==> src/rtl/cu_pkg.sv <==
`default_nettype none

package cu_pkg;

	typedef logic [15:0] word_t;    // Data or address word
	typedef logic [3:0] cycle_t;    // Cycle number 1 to 7
	typedef logic [4:0] rnum_t;     // Register file selector
	typedef logic [6:0] bus_ctrl_t; // {byte, src[2:0], dst[2:0]}
	typedef logic [2:0] mem_ctrl_t; // {enable, write, byte}

	localparam rnum_t REG_LR = 5'd5;
	localparam rnum_t REG_PC = 5'd7;
	localparam rnum_t REG_TWO = 5'd10; // Constant 2 for the fetch increment

	// Source 0 MDR, 1 reg file, 3 ALU, 4 sign extender; dest 0 MDR or MAR, 1 reg file, 2 IR
	localparam bus_ctrl_t BUS_IDLE = 7'b1111111;
	localparam bus_ctrl_t BUS_PC_TO_MAR = 7'b0001000;  // Any reg, picked by addr_rnum_src
	localparam bus_ctrl_t BUS_ALU_TO_REG = 7'b0011001;
	localparam bus_ctrl_t BUS_REG_TO_REG = 7'b0001001;
	localparam bus_ctrl_t BUS_MDR_TO_IR = 7'b0000010;
	localparam bus_ctrl_t BUS_MDR_TO_REG = 7'b0000001;
	localparam bus_ctrl_t BUS_REG_TO_MDR = 7'b0001000;
	localparam bus_ctrl_t BUS_ALU_TO_MAR = 7'b0011000;

	localparam mem_ctrl_t MEM_IDLE = 3'b000;
	localparam mem_ctrl_t MEM_READ = 3'b100;
	localparam mem_ctrl_t MEM_WRITE = 3'b110; // Byte bit ORed in from WB

	localparam logic [6:0] OP_BL = 7'd0;
	localparam logic [6:0] OP_BEQ = 7'd1;
	localparam logic [6:0] OP_BRA = 7'd8;
	localparam logic [6:0] OP_ADD = 7'd9;
	localparam logic [6:0] OP_BIS = 7'd20;
	localparam logic [6:0] OP_MOV = 7'd21;
	localparam logic [6:0] OP_SRA = 7'd23;
	localparam logic [6:0] OP_RRC = 7'd24;
	localparam logic [6:0] OP_SETPRI = 7'd28;
	localparam logic [6:0] OP_SETCC = 7'd30;
	localparam logic [6:0] OP_CLRCC = 7'd31;
	localparam logic [6:0] OP_CEX = 7'd32;
	localparam logic [6:0] OP_LD = 7'd33;
	localparam logic [6:0] OP_ST = 7'd34;
	localparam logic [6:0] OP_LDR = 7'd39;
	localparam logic [6:0] OP_STR = 7'd40;

	localparam int PSW_C = 0;
	localparam int PSW_Z = 1;
	localparam int PSW_N = 2;
	localparam int PSW_SLP = 3;
	localparam int PSW_V = 4;
	localparam int PSW_PRI_LO = 5;
	localparam int PSW_PRI_HI = 7;
	localparam int PSW_PPRI_LO = 13;
	localparam int PSW_PPRI_HI = 15;

	localparam word_t PSW_RESET = 16'h60e0;

	// Shared by CEX and the conditional branches
	function automatic logic cond_true(input logic [3:0] code, input word_t psw);
		logic c;
		logic z;
		logic n;
		logic v;
		c = psw[PSW_C];
		z = psw[PSW_Z];
		n = psw[PSW_N];
		v = psw[PSW_V];
		case (code)
			4'd0: return z;                 // EQ
			4'd1: return !z;                // NE
			4'd2: return c;                 // CS
			4'd3: return !c;                // CC
			4'd4: return n;                 // MI
			4'd5: return !n;                // PL
			4'd6: return v;                 // VS
			4'd7: return !v;                // VC
			4'd8: return c && !z;           // HI
			4'd9: return !c || z;           // LS
			4'd10: return n == v;           // GE
			4'd11: return n != v;           // LT
			4'd12: return !z && (n == v);   // GT
			4'd13: return z || (n != v);    // LE
			4'd14: return 1'b1;             // AL
			default: return 1'b0;
		endcase
	endfunction

endpackage

`default_nettype wire

==> src/rtl/dp_ctrl_if.sv <==
`timescale 1ns/1ps
`default_nettype none

interface dp_ctrl_if;
	import cu_pkg::*;

	bus_ctrl_t data_bus_ctrl;
	bus_ctrl_t addr_bus_ctrl;
	mem_ctrl_t mem_ctrl;
	rnum_t dbus_rnum_dst;
	rnum_t dbus_rnum_src;
	rnum_t alu_rnum_dst;    // ALU A operand and result register
	rnum_t alu_rnum_src;    // ALU B operand when the S-bus takes the reg file
	rnum_t addr_rnum_src;
	logic [5:0] alu_op;     // {operation, byte}
	logic psw_update;       // ALU writes flags
	logic s_bus_ctrl;       // 0 reg file, 1 sign extender
	logic [4:0] sxt_bit_num;
	logic sxt_shift;        // Offset shifted left by one

	modport issuer (output data_bus_ctrl, addr_bus_ctrl, mem_ctrl, dbus_rnum_dst,
		dbus_rnum_src, alu_rnum_dst, alu_rnum_src, addr_rnum_src, alu_op, psw_update,
		s_bus_ctrl, sxt_bit_num, sxt_shift);

	modport sink (input data_bus_ctrl, addr_bus_ctrl, mem_ctrl, dbus_rnum_dst,
		dbus_rnum_src, alu_rnum_dst, alu_rnum_src, addr_rnum_src, alu_op, psw_update,
		s_bus_ctrl, sxt_bit_num, sxt_shift);

endinterface

`default_nettype wire

==> src/rtl/cex_tracker.sv <==
`timescale 1ns/1ps
`default_nettype none

module cex_tracker (
	input logic clock,
	input logic cpucycle_rst,
	input cu_pkg::word_t psw,
	input logic cex_load,
	input logic [3:0] cond,
	input logic [2:0] t_cnt,
	input logic [2:0] f_cnt,
	input logic decode,
	output logic allow
);
	import cu_pkg::*;

	logic active;        // CEX block in progress
	logic result;        // Condition at CEX time
	logic [2:0] t_left;  // Remaining true-side instructions
	logic [2:0] f_left;  // Remaining false-side instructions

	// True side runs first, then the false side
	always_comb
		allow = !active
			|| (result && (t_left != 3'd0))
			|| (!result && (t_left == 3'd0) && (f_left != 3'd0));

	always_ff @(posedge clock)
	begin
		if (cpucycle_rst)
		begin
			active <= 1'b0;
			result <= 1'b0;
			t_left <= 3'd0;
			f_left <= 3'd0;
		end
		else if (cex_load)
		begin
			active <= (t_cnt != 3'd0) || (f_cnt != 3'd0); // Empty block never starts
			result <= cond_true(cond, psw);
			t_left <= t_cnt;
			f_left <= f_cnt;
		end
		else if (decode && active)
		begin
			if (t_left != 3'd0)
			begin
				t_left <= t_left - 3'd1;
				if ((t_left == 3'd1) && (f_left == 3'd0))
					active <= 1'b0;                   // Nothing left on either side
			end
			else if (f_left != 3'd0)
			begin
				f_left <= f_left - 3'd1;
				if (f_left == 3'd1)
					active <= 1'b0;
			end
		end
	end

	assert property (@(posedge clock) disable iff (cpucycle_rst) cex_load |-> !active);

endmodule

`default_nettype wire

==> src/rtl/control_unit.sv <==
`timescale 1ns/1ps
`default_nettype none

module control_unit #(
	parameter int BRANCH_SIGN_BIT = 10,
	parameter int BL_SIGN_BIT = 13,
	parameter int LAST_CYCLE = 7
) (
	input logic clock,
	input logic cpucycle_rst,
	input cu_pkg::word_t pc,
	input cu_pkg::word_t brkpnt,
	input logic [6:0] op,
	input logic [2:0] dst,
	input logic [2:0] srccon,
	input logic wb,
	input logic rc,
	input logic [3:0] cond,
	input logic [2:0] t_cnt,
	input logic [2:0] f_cnt,
	input logic [2:0] pri,
	input logic [4:0] psw_bits,
	input cu_pkg::word_t psw_in,
	input logic psw_load,
	output logic dec_en,
	output logic halted,
	output cu_pkg::cycle_t cycle,
	output cu_pkg::word_t psw_out,
	output cu_pkg::bus_ctrl_t data_bus_ctrl,
	output cu_pkg::bus_ctrl_t addr_bus_ctrl,
	output cu_pkg::mem_ctrl_t mem_ctrl,
	output cu_pkg::rnum_t dbus_rnum_dst,
	output cu_pkg::rnum_t dbus_rnum_src,
	output cu_pkg::rnum_t alu_rnum_dst,
	output cu_pkg::rnum_t alu_rnum_src,
	output cu_pkg::rnum_t addr_rnum_src,
	output logic [5:0] alu_op,
	output logic psw_update,
	output logic s_bus_ctrl,
	output logic [4:0] sxt_bit_num,
	output logic sxt_shift,
	output logic sxt_bus_ctrl
);
	logic restart;
	logic hold;
	logic allow;
	logic cex_load;
	logic decode;
	logic cc_set;
	logic cc_clr;
	logic pri_set;

	dp_ctrl_if dp ();

	cycle_counter #(.LAST_CYCLE(LAST_CYCLE)) u_counter (.clock, .cpucycle_rst, .restart,
		.hold, .cycle);

	psw_reg u_psw (.clock, .cpucycle_rst, .psw_in, .psw_load, .cc_set, .cc_clr,
		.cc_bits(psw_bits), .pri_set, .new_pri(pri), .psw(psw_out));

	cex_tracker u_cex (.clock, .cpucycle_rst, .psw(psw_out), .cex_load, .cond, .t_cnt,
		.f_cnt, .decode, .allow);

	cycle_sequencer #(.BRANCH_SIGN_BIT(BRANCH_SIGN_BIT), .BL_SIGN_BIT(BL_SIGN_BIT)) u_seq (
		.clock, .cpucycle_rst, .cycle, .pc, .brkpnt, .psw(psw_out), .allow, .op, .dst,
		.srccon, .wb, .rc, .dec_en, .halted, .restart, .hold, .cex_load, .decode, .cc_set,
		.cc_clr, .pri_set, .dp(dp.issuer));

	assign data_bus_ctrl = dp.data_bus_ctrl;
	assign addr_bus_ctrl = dp.addr_bus_ctrl;
	assign mem_ctrl = dp.mem_ctrl;
	assign dbus_rnum_dst = dp.dbus_rnum_dst;
	assign dbus_rnum_src = dp.dbus_rnum_src;
	assign alu_rnum_dst = dp.alu_rnum_dst;
	assign alu_rnum_src = dp.alu_rnum_src;
	assign addr_rnum_src = dp.addr_rnum_src;
	assign alu_op = dp.alu_op;
	assign psw_update = dp.psw_update;
	assign s_bus_ctrl = dp.s_bus_ctrl;
	assign sxt_bit_num = dp.sxt_bit_num;
	assign sxt_shift = dp.sxt_shift;
	assign sxt_bus_ctrl = 1'b1;      // Sign extender always takes the decoded offset

endmodule

`default_nettype wire

==> src/rtl/cycle_counter.sv <==
`timescale 1ns/1ps
`default_nettype none

module cycle_counter #(
	parameter int LAST_CYCLE = 7
) (
	input logic clock,
	input logic cpucycle_rst,
	input logic restart,
	input logic hold,
	output cu_pkg::cycle_t cycle
);
	import cu_pkg::*;

	localparam logic [LAST_CYCLE-1:0] FIRST_STEP = 1;

	logic [LAST_CYCLE-1:0] step; // One bit per cycle

	always_ff @(posedge clock)
	begin
		if (cpucycle_rst || restart)
			step <= FIRST_STEP;                 // Back to fetch
		else if (!hold)
		begin
			if (step[LAST_CYCLE-1])
				step <= FIRST_STEP;             // Wrap after the last execute step
			else
				step <= step << 1;
		end
	end

	always_comb
	begin
		cycle = cycle_t'(1);
		for (int i = 0; i < LAST_CYCLE; i++)
			if (step[i])
				cycle = cycle_t'(i + 1);        // Step bit to cycle number
	end

	assert property (@(posedge clock) disable iff (cpucycle_rst) $onehot(step));

endmodule

`default_nettype wire

==> src/rtl/cycle_sequencer.sv <==
`timescale 1ns/1ps
`default_nettype none

module cycle_sequencer #(
	parameter int BRANCH_SIGN_BIT = 10,
	parameter int BL_SIGN_BIT = 13
) (
	input logic clock,
	input logic cpucycle_rst,
	input cu_pkg::cycle_t cycle,
	input cu_pkg::word_t pc,
	input cu_pkg::word_t brkpnt,
	input cu_pkg::word_t psw,
	input logic allow,
	input logic [6:0] op,
	input logic [2:0] dst,
	input logic [2:0] srccon,
	input logic wb,
	input logic rc,
	output logic dec_en,
	output logic halted,
	output logic restart,
	output logic hold,
	output logic cex_load,
	output logic decode,
	output logic cc_set,
	output logic cc_clr,
	output logic pri_set,
	dp_ctrl_if.issuer dp
);
	import cu_pkg::*;

	localparam logic [4:0] LDR_SIGN_BIT = 5'd6; // Offset sign bit for LDR and STR

	logic run;
	logic at_brk;
	logic nx_halted;
	logic [6:0] op_q;      // Opcode kept for cycles 6 and 7
	logic wb_q;
	logic [6:0] alu_base;
	logic [3:0] br_code;
	bus_ctrl_t nx_data_bus;
	bus_ctrl_t nx_addr_bus;
	mem_ctrl_t nx_mem;
	rnum_t nx_dbus_dst;
	rnum_t nx_dbus_src;
	rnum_t nx_alu_dst;
	rnum_t nx_alu_src;
	rnum_t nx_addr_src;
	logic [5:0] nx_alu_op;
	logic nx_psw_update;
	logic nx_s_bus;
	logic [4:0] nx_sxt_bit;
	logic nx_sxt_shift;

	assign run = !psw[PSW_SLP];                  // Sleep freezes the whole sequence
	assign at_brk = (pc == brkpnt);
	assign decode = run && (cycle == 4'd4);
	assign dec_en = decode && allow;
	assign hold = !run || halted;
	assign nx_halted = (cycle == 4'd1) && at_brk;
	assign alu_base = (op >= OP_SRA) ? (op - 7'd11) : (op - OP_ADD); // SRA and RRC follow BIS
	// BEQ to BLT map onto EQ..MI, GE, LT; BRA is AL
	assign br_code = (op <= 7'd5) ? 4'(op - 7'd1) : (op == OP_BRA) ? 4'd14 : 4'(op + 7'd4);

	always_comb
	begin
		nx_data_bus = BUS_IDLE;
		nx_addr_bus = BUS_IDLE;
		nx_mem = MEM_IDLE;
		nx_psw_update = 1'b0;
		nx_dbus_dst = dp.dbus_rnum_dst;           // Selectors hold between words
		nx_dbus_src = dp.dbus_rnum_src;
		nx_alu_dst = dp.alu_rnum_dst;
		nx_alu_src = dp.alu_rnum_src;
		nx_addr_src = dp.addr_rnum_src;
		nx_alu_op = dp.alu_op;
		nx_s_bus = dp.s_bus_ctrl;
		nx_sxt_bit = dp.sxt_bit_num;
		nx_sxt_shift = dp.sxt_shift;
		restart = 1'b0;
		cex_load = 1'b0;
		cc_set = 1'b0;
		cc_clr = 1'b0;
		pri_set = 1'b0;
		if (run)
		begin
			case (cycle)
				4'd1:
					if (at_brk)
						restart = 1'b1;               // Park in fetch
					else if (!halted)
					begin
						nx_dbus_dst = REG_PC;
						nx_alu_dst = REG_PC;
						nx_alu_src = REG_TWO;         // PC plus 2
						nx_s_bus = 1'b0;
						nx_alu_op = 6'd0;
						nx_addr_src = REG_PC;
						nx_addr_bus = BUS_PC_TO_MAR;
						nx_mem = MEM_READ;
					end
				4'd2: nx_data_bus = BUS_ALU_TO_REG;   // Incremented PC back
				4'd3: nx_data_bus = BUS_MDR_TO_IR;
				4'd4:
					if (!allow)
						restart = 1'b1;               // CEX skip
				4'd5:
					case (op) inside
						OP_BL:
						begin
							nx_dbus_dst = REG_LR;
							nx_dbus_src = REG_PC;
							nx_data_bus = BUS_REG_TO_REG;  // Return address into LR
							nx_sxt_bit = 5'(BL_SIGN_BIT);
							nx_sxt_shift = 1'b1;
							nx_s_bus = 1'b1;
							nx_alu_op = 6'd0;
							nx_alu_dst = REG_PC;          // PC plus offset, written in cycle 6
						end
						[OP_BEQ:OP_BRA]:
						begin
							if (cond_true(br_code, psw))
							begin
								nx_s_bus = 1'b1;
								nx_sxt_bit = 5'(BRANCH_SIGN_BIT);
								nx_sxt_shift = 1'b1;
								nx_alu_op = 6'd0;
								nx_alu_dst = REG_PC;
								nx_dbus_dst = REG_PC;
								nx_data_bus = BUS_ALU_TO_REG;
							end
							restart = 1'b1;
						end
						[OP_ADD:OP_BIS], [OP_SRA:OP_RRC]:
						begin
							nx_alu_dst = {2'b00, dst};
							nx_alu_src = {1'b0, rc, srccon};   // rc picks the constant bank
							nx_dbus_dst = {2'b00, dst};
							nx_psw_update = 1'b1;
							nx_s_bus = 1'b0;
							nx_alu_op = {alu_base[4:0], wb};
							nx_data_bus = {wb, BUS_ALU_TO_REG[5:0]};
							restart = 1'b1;
						end
						OP_MOV:
						begin
							nx_dbus_dst = {2'b00, dst};
							nx_dbus_src = {2'b00, srccon};
							nx_data_bus = {wb, BUS_REG_TO_REG[5:0]};
							restart = 1'b1;
						end
						OP_SETPRI:
						begin
							pri_set = 1'b1;
							restart = 1'b1;
						end
						OP_SETCC:
						begin
							cc_set = 1'b1;
							restart = 1'b1;
						end
						OP_CLRCC:
						begin
							cc_clr = 1'b1;
							restart = 1'b1;
						end
						OP_CEX:
						begin
							cex_load = 1'b1;
							restart = 1'b1;
						end
						OP_LD, OP_ST:
						begin
							nx_dbus_dst = {2'b00, dst};       // LD target
							nx_dbus_src = {2'b00, srccon};    // ST data
							nx_addr_src = (op == OP_LD) ? {2'b00, srccon} : {2'b00, dst};
							nx_addr_bus = BUS_PC_TO_MAR;
						end
						OP_LDR, OP_STR:
						begin
							nx_sxt_bit = LDR_SIGN_BIT;
							nx_sxt_shift = 1'b0;
							nx_s_bus = 1'b1;
							nx_alu_op = 6'd0;                 // Base plus offset
							nx_alu_dst = (op == OP_LDR) ? {2'b00, srccon} : {2'b00, dst};
							nx_dbus_dst = {2'b00, dst};
							nx_dbus_src = {2'b00, srccon};
							nx_addr_bus = BUS_ALU_TO_MAR;
						end
						default: restart = 1'b1;
					endcase
				4'd6:
					case (op_q)
						OP_BL:
						begin
							nx_dbus_dst = REG_PC;
							nx_data_bus = BUS_ALU_TO_REG;
							restart = 1'b1;
						end
						OP_LD, OP_LDR: nx_mem = MEM_READ;
						OP_ST, OP_STR: nx_data_bus = {wb_q, BUS_REG_TO_MDR[5:0]};
						default: restart = 1'b1;
					endcase
				4'd7:
				begin
					if ((op_q == OP_LD) || (op_q == OP_LDR))
						nx_data_bus = {wb_q, BUS_MDR_TO_REG[5:0]};
					else if ((op_q == OP_ST) || (op_q == OP_STR))
						nx_mem = MEM_WRITE | {2'b00, wb_q};
					restart = 1'b1;
				end
				default: restart = 1'b1;
			endcase
		end
	end

	always_ff @(posedge clock)
	begin
		if (run && (cycle == 4'd5))
		begin
			op_q <= op;                               // Decoder fields are gone after cycle 5
			wb_q <= wb;
		end
	end

	always_ff @(posedge clock)
	begin
		if (cpucycle_rst)
		begin
			dp.data_bus_ctrl <= BUS_IDLE;
			dp.addr_bus_ctrl <= BUS_IDLE;
			dp.mem_ctrl <= MEM_IDLE;
			dp.psw_update <= 1'b0;
			dp.dbus_rnum_dst <= '0;
			dp.dbus_rnum_src <= '0;
			dp.alu_rnum_dst <= '0;
			dp.alu_rnum_src <= '0;
			dp.addr_rnum_src <= '0;
			dp.alu_op <= '0;
			dp.s_bus_ctrl <= 1'b0;
			dp.sxt_bit_num <= '0;
			dp.sxt_shift <= 1'b0;
			halted <= 1'b0;
		end
		else
		begin
			dp.data_bus_ctrl <= nx_data_bus;
			dp.addr_bus_ctrl <= nx_addr_bus;
			dp.mem_ctrl <= nx_mem;
			dp.psw_update <= nx_psw_update;
			dp.dbus_rnum_dst <= nx_dbus_dst;
			dp.dbus_rnum_src <= nx_dbus_src;
			dp.alu_rnum_dst <= nx_alu_dst;
			dp.alu_rnum_src <= nx_alu_src;
			dp.addr_rnum_src <= nx_addr_src;
			dp.alu_op <= nx_alu_op;
			dp.s_bus_ctrl <= nx_s_bus;
			dp.sxt_bit_num <= nx_sxt_bit;
			dp.sxt_shift <= nx_sxt_shift;
			halted <= nx_halted;
		end
	end

	// Fetch cycles only end early at a breakpoint
	assert property (@(posedge clock) disable iff (cpucycle_rst)
		(restart && (cycle inside {[4'd1:4'd3]})) |-> ((cycle == 4'd1) && at_brk));

endmodule

`default_nettype wire

==> src/rtl/psw_reg.sv <==
`timescale 1ns/1ps
`default_nettype none

module psw_reg (
	input logic clock,
	input logic cpucycle_rst,
	input cu_pkg::word_t psw_in,
	input logic psw_load,
	input logic cc_set,
	input logic cc_clr,
	input logic [4:0] cc_bits,
	input logic pri_set,
	input logic [2:0] new_pri,
	output cu_pkg::word_t psw
);
	import cu_pkg::*;

	always_ff @(posedge clock)
	begin
		if (cpucycle_rst)
			psw <= PSW_RESET;
		else if (psw_load)
			psw <= psw_in;                                  // ALU result wins over SETCC and friends
		else
		begin
			if (cc_set)
				psw[PSW_V:PSW_C] <= psw[PSW_V:PSW_C] | cc_bits;
			else if (cc_clr)
				psw[PSW_V:PSW_C] <= psw[PSW_V:PSW_C] & ~cc_bits;
			// Priority may only drop and a raise is ignored
			if (pri_set && (new_pri < psw[PSW_PRI_HI:PSW_PRI_LO]))
				psw[PSW_PRI_HI:PSW_PRI_LO] <= new_pri;
		end
	end

	assert property (@(posedge clock) disable iff (cpucycle_rst) !(cc_set && cc_clr));

endmodule

`default_nettype wire

==> config.mk <==
export PLATFORM = sky130hd
export DESIGN_NAME = control_unit
export DESIGN_NICKNAME = d
export VERILOG_FILES = /design/src/rtl/cu_pkg.sv /design/src/rtl/dp_ctrl_if.sv /design/src/rtl/cex_tracker.sv /design/src/rtl/control_unit.sv /design/src/rtl/cycle_counter.sv /design/src/rtl/cycle_sequencer.sv /design/src/rtl/psw_reg.sv
export SDC_FILE = /design/constraint.sdc
export NUM_CORES = 1
export LEC_CHECK = 0
export ABC_CLOCK_PERIOD_IN_PS = 4200
export BUFFER_PORTS_ARGS = -buffer_cell sky130_fd_sc_hd__buf_2
export CAP_MARGIN = 10
export CORE_MARGIN = 2
export CORE_UTILIZATION = 35
export CTS_BUF_LIST = sky130_fd_sc_hd__clkbuf_8
export CTS_CLUSTER_DIAMETER = 60
export DETAILED_ROUTE_END_ITERATION = 10
export MAX_ROUTING_LAYER = met4
export SLEW_MARGIN = 20
export SYNTH_ARGS = -nofsm -noshare
export SYNTH_HDL_FRONTEND = slang
export SYNTH_HIERARCHICAL = 1
export SYNTH_SLANG_ARGS = --single-unit
==> constraint.sdc <==
create_clock -name clock -period 4.2 [get_ports clock]
set_input_delay 0.84 -clock clock [delete_from_list [all_inputs] [get_ports clock]]
set_output_delay 0.84 -clock clock [all_outputs]
set_load 0.05 [all_outputs]
## After elaboration in Yosys (flattened, before gate mapping)

Index checks and enable logic that the tools add are counted.

| word-level totals | value |
|---|---|
| bits in read-only memories | 0 |
| register bits | 96 |
| RAM bits | 0 |
| bits in latches | 0 |
| bits of input ports | 84 |
| memories kept | 0 |

| operators by class | value |
|---|---|
| order comparisons | 8 |
| reductions and logical operators | 70 |
| mux-type cells | 213 |
| multipliers | 0 |
| bitwise logic cells | 5 |
| div/mod/pow operators | 0 |
| $add $sub $neg | 6 |
| shift operators | 0 |
| eq/ne operators | 96 |

Operators by type and width:

| kind | count |
|---|---|
| 5-bit 2-to-1 mux | 62 |
| 7-bit 2-to-1 mux | 19 |
| 1-bit 2-to-1 mux | 82 |
| 6-bit 2-to-1 mux | 13 |
| 7-bit by 6-bit equality test with 1-bit output (second input constant) | 9 |
| 3-bit 2-to-1 mux | 19 |
| 4-bit equality test (second input constant) | 14 |
| 5-bit by 3-bit != test with 1-bit output (second input constant) | 7 |
| 7-bit case mux with 5 select lines | 1 |
| 3-bit by 1-bit != test with 1-bit output (second input constant) | 11 |
| 4-bit by 3-bit equality test with 1-bit output (second input constant) | 8 |
| 1-bit case mux with 15 select lines | 2 |
| 5-bit case mux with 2 select lines | 3 |
| 7-bit by 5-bit equality test with 1-bit output (second input constant) | 4 |
| 7-bit case mux with 2 select lines | 2 |
| 3-bit nonzero test | 9 |
| 2-bit != test (second input constant) | 13 |
| 6-bit by 3-bit != test with 1-bit output (second input constant) | 4 |
| 11-bit AND reduction | 2 |
| 16-bit equality test | 1 |
| 4-bit by 2-bit equality test with 1-bit output (second input constant) | 4 |
| 1-bit logical AND | 15 |
| 5-bit case mux with 3 select lines | 1 |
| 7-bit by 5-bit <= comparator with 1-bit output (second input constant) | 2 |
| 50 further kinds | 91 |

## Logic depth before layout (Yosys ltp)

| logic depth | value |
|---|---|
| depth in word-level cells | 15 |
| depth in mapped cells | 14 |
| mapped depth without buffers | 13 |

## Modules after synthesis

Netlist, hierarchy kept.

Modules (own cells, without submodules):

| module | cells an instance | instances | area each (sq um) |
|---|---|---|---|
| cycle_sequencer | 452 | 1 | 3613.5 |
| psw_reg | 78 | 1 | 742.0 |
| cex_tracker | 95 | 1 | 740.7 |
| cycle_counter | 37 | 1 | 316.6 |
| control_unit | 2 | 1 | 11.3 |

## Worst setup path after synthesis

OpenSTA, ideal clock, no wires.

| path | value |
|---|---|
| path type | register to register |
| from | register u_counter.step[2] |
| to | register u_cex.result |
| setup time | 120 ps |
| data arrival time | 3590 ps |
| stages on the path, launching flop included | 14 |
| buffers on the path | 1 |
| clock period less this slack | 3710 ps |
| setup slack | 490 ps |
| cell sequence | dfxtp_1 -> nand2b_1 -> a21oi_1 -> o21bai_1 -> nand2b_1 -> or2_1 -> nor2_1 -> nand2b_1 -> nor2_1 -> clkbuf_1 -> inv_1 -> nand2_1 -> o311ai_0 -> o31a_1 |

| on the way | value |
|---|---|
| word-level cells in the longest chain between the ends | 8 |

RTL lines:

| element | RTL line | source |
|---|---|---|
| start, declared | cycle_counter.sv:17 | `logic [LAST_CYCLE-1:0] step;` |
| start signal, assigned | cycle_counter.sv:28 | `step <= step << 1;` |
| 2-bit 2-to-1 mux | cycle_counter.sv:36 | `if (step[i])` |
| 3-bit 2-to-1 mux (4 in series) | cycle_counter.sv:36 |  |
| named net cycle[0] | control_unit.sv:27 | `output cu_pkg::cycle_t cycle,` |
| 3-bit equality test | cycle_sequencer.sv:88 | `case (cycle)` |
| 1-bit 2-to-1 mux | cycle_sequencer.sv:88 |  |
| 1-bit 2-to-1 mux | cycle_sequencer.sv:86 | `if (run)` |
| named net cex_load | control_unit.sv:47 | `logic cex_load;` |
| end signal, assigned | cex_tracker.sv:40 | `result <= cond_true(cond, psw);` |
| end, declared | cex_tracker.sv:18 | `logic result;` |

The timed path passes the listed nets, and every way through them passes these cells.
A chain may end at the register's enable or synchronous reset.

## Worst setup path after layout

| path | value |
|---|---|
| from | input port op[3] |
| to | register u_seq.dp.dbus_rnum_dst[0] |

| on the way | value |
|---|---|
| word-level cells in the longest chain between the ends | 12 |
| elaborated cells on any way between the ends | 65 |
| those cells by class | add/sub (2); order compare (7); eq/ne (30); mux (17); reduce/logical (9) |

RTL lines:

| element | RTL line | source |
|---|---|---|
| start, declared | control_unit.sv:13 | `input logic [6:0] op,` |
| branches (longest 12 deep; another with 4-bit by 3-bit adder with 4-bit output) | n/a |  |
| end signal, assigned | cycle_sequencer.sv:252 | `dp.dbus_rnum_dst <= nx_dbus_dst;` |
| end, declared | dp_ctrl_if.sv:21 | `modport issuer (output data_bus_ctrl, addr_bus_ctrl, mem_ctrl, dbus_rnum_dst,` |

Parallel ways; which one is timed is not known. The select of a mux whose other input is x is not followed.

==> out/qor.yml <==
grt:
  grt_max_degree: 38
  grt-ovfl-total: 0
  grt_usage_pct: 19.9
  grt_pass1_vias: 4887
  antenna_found_initial: 0
  grt_pass1_wl_um: 25200
die:
  die_area_um2: 16500
  io_pins: 163
  core-area_um2: 15100
  fp.dieH_um: 128
  rows: 45
  die_w_um: 128
  initial_core_util_pct: 35.8
clocking:
  cts_sinks: 80
  numCtsBuffers: 9
  clk_pin_slew_worst_paths_ns: 0.08
  cts_tree: "built"
  cts_hold_buf: 0
  cts.path.max_buffers: 2
  insertion_delay_ns: 0.37
  cts_max_level: 3
  cts_setup_buffers: 0
  clock-root-buffer: "clkbuf_8"
  cts_resized: 0
final_layout:
  fin_area_um2: 6430
  final_util_pct: 42.4
  largest_register_ffs: 11
  final_cells: 992
  n_antenna_cell: 0
  drive_gt1_share_pct: 26.1
  nets: 902
  area_growth_pct: 18.5
placed_design:
  dp.cells: 976
  dpl-instance-area_um2: 6260
  io_buffers: 149
  dpl.hpwl_um: 12400
  place_congestion: 0.888
sta:
  period_minus_slack_ns: 3.67
  timing_hold_violations_final: 0
  period_share_pct: 87.4
  fin_worst_skew_ns: 0.00959
  setup-violations-final: 0
  slew_viol_final: 0
  clock.fmax_mhz: 272
  fin_setup_tns_ns: 0
  worst_pin_slew_ns: 0.959
  slew_headroom_pct: 35.5
  rsz0062_at_grt: "no"
  hold_ws_ns: 0.457
setup_path:
  start_kind: "primary input"
  crit_type: "primary input to flip-flop"
  cp-end-kind: "flip-flop"
  cp_max_fo: 11
  critPathRequiredTime_ns: 4.49
  cp.arrival_ns: 3.96
  cp-startpoint: "op[3]"
detailed_routing:
  drtAntennaViolNets: 0
  drc: 0
  wirelength_um: 16000
  drt-initial-drc-count: 400
  wl_per_cell_um: 16.2
  viasPerCell: 5.37
  vias: 5324
  drt_first_pass_iters: 6
flow_run:
  maxCapViolCount: 0
synth:
  synthTopCellsByArea: "dfxtp_1, edfxtp_1, ha_1"
  avgSynthCellArea_um2: 8.17
  async_flop_share_pct: 0
  synth_edf_count: 8
  yosysWarnings: 6
  syn_area_um2: 5420
  ys.flop_type: "dfxtp_1"
  seq_area_frac_synth_pct: 31.0
  ys_seq_elements: 80
  ys_types: 83
  synthTopCellsByCount: "dfxtp_1, nand2_1, nor2_1"
  synth_top_area_cell: "dfxtp_1"
  synthCells: 664
  synth_top_area_share_pct: 26.6
  yosysMostFrequentCell: "dfxtp_1"
power_and_ir_drop:
  pwr-share-seq_pct: 44.9
  combPwrFrac_pct: 27.2
  internal-power_mw: 1.18
  p_leak_nw: 2.74
  irDropWorstVdd_mv: 0.130
  clock_power_share_pct: 27.9
  switchingPower_mw: 0.660
  swShare_pct: 35.8
  power_density_nw_per_um2: 287
min_path:
  hp-class: "flip-flop to flip-flop"
  hp-start: "u_seq/dp.alu_op[1]"
outcome:
  outcome: "complete, no violations"
-- power groups by stage --
stage	logic, mW	registers (mW)	clock network (mW)
detailed placement	0.498	0.847	0
CTS	0.499	0.829	0.537
global placement	0.496	0.847	0
floorplan	0.289	0.933	0
global route	0.541	0.833	0.568
finish	0.502	0.828	0.514
-- path summary, 6_finish.rpt --
kind	endpoint	slack, ns	cells past startpoint
hold / removal	u_seq/dp.alu_op[1]	0.46	2
setup reg to reg	u_seq/dp.dbus_rnum_dst[0]	1.28	9
setup / recovery	u_seq/dp.dbus_rnum_dst[0]	0.53	12
hold reg to reg	u_seq/dp.alu_op[1]	0.46	2
-- layout by cell type (no fill, tap or decap), drive strengths merged, types with 6 or more instances in the layout --
| cell type | synthesis | layout |
|---|---|---|
| inv | 27 | 29 |
| conb | 4 | 13 |
| buf | 38 | 169 |
| nor4 | 9 | 9 |
| o21ai | 28 | 28 |
| a22oi | 7 | 7 |
| edfxtp | 8 | 8 |
| xnor2 | 23 | 23 |
| clkbuf | 16 | 10 |
| nand4 | 11 | 11 |
| nor2b | 20 | 20 |
| a211o | 6 | 6 |
| nand3 | 27 | 27 |
| nand2b | 14 | 14 |
| nor2 | 59 | 59 |
| a221oi | 6 | 6 |
| a21oi | 39 | 39 |
| dfxtp | 72 | 72 |
| ha | 18 | 18 |
| nor3 | 36 | 36 |
| nand2 | 60 | 60 |
| mux2i | 22 | 22 |
| a211oi | 20 | 20 |
| and3 | 7 | 7 |
-- metal layers --
metal,GRT usage (%),part of all wire [%],wire (um)
met5,-,0,0
met4,6.27,1.9,299
met3,4.86,7.6,1220
met2,30.9,45,7200
met1,25.6,46,7320
-- kinds of logic (layout without fill, tap and decap cells) --
kind of cell	Yosys count	in the layout	synth area share, %
simple gates	267	267	25.4
compound gates	157	157	20.4
buf+inv	82	213	7.98
flops	80	80	31.0
xor+xnor	28	28	4.66
mux	27	27	5.67
fa+ha+maj	19	19	4.52
other cells	4	13	0.277
-- worst max-delay path, stage by stage --
cell      delay, ns
buf_2          0.20
inv_1          0.14
ha_1           0.27
a21boi_1       0.37
a211o_1        0.46
mux2i_4        0.36
mux2i_1        0.10
and3_1         0.20
nor3_2         0.25
nand4_2        0.31
and2_1         0.28
a211oi_1       0.19
-- final cells by class --
| class | instances | area [um^2] |
|---|---|---|
| Clock buffer | 10 | 138 |
| Clock inverter | 6 | 27.5 |
| Fill cell | 1537 | 8720 |
| Inverter | 28 | 105 |
| Multi-Input combinational cell | 511 | 3340 |
| Sequential cell | 80 | 1680 |
| Tap cell | 188 | 235 |
| Timing Repair Buffer | 169 | 896 |
-- per-stage QoR --
step	power (mW)	setup slack [ns]
floorplan	1.22	0.490
global placement	1.34	0.251
detailed placement	1.34	0.167
CTS	1.86	0.551
global route	1.94	0.161
finish	1.84	0.528
Note: power is estimated with default switching activity, not from simulation.
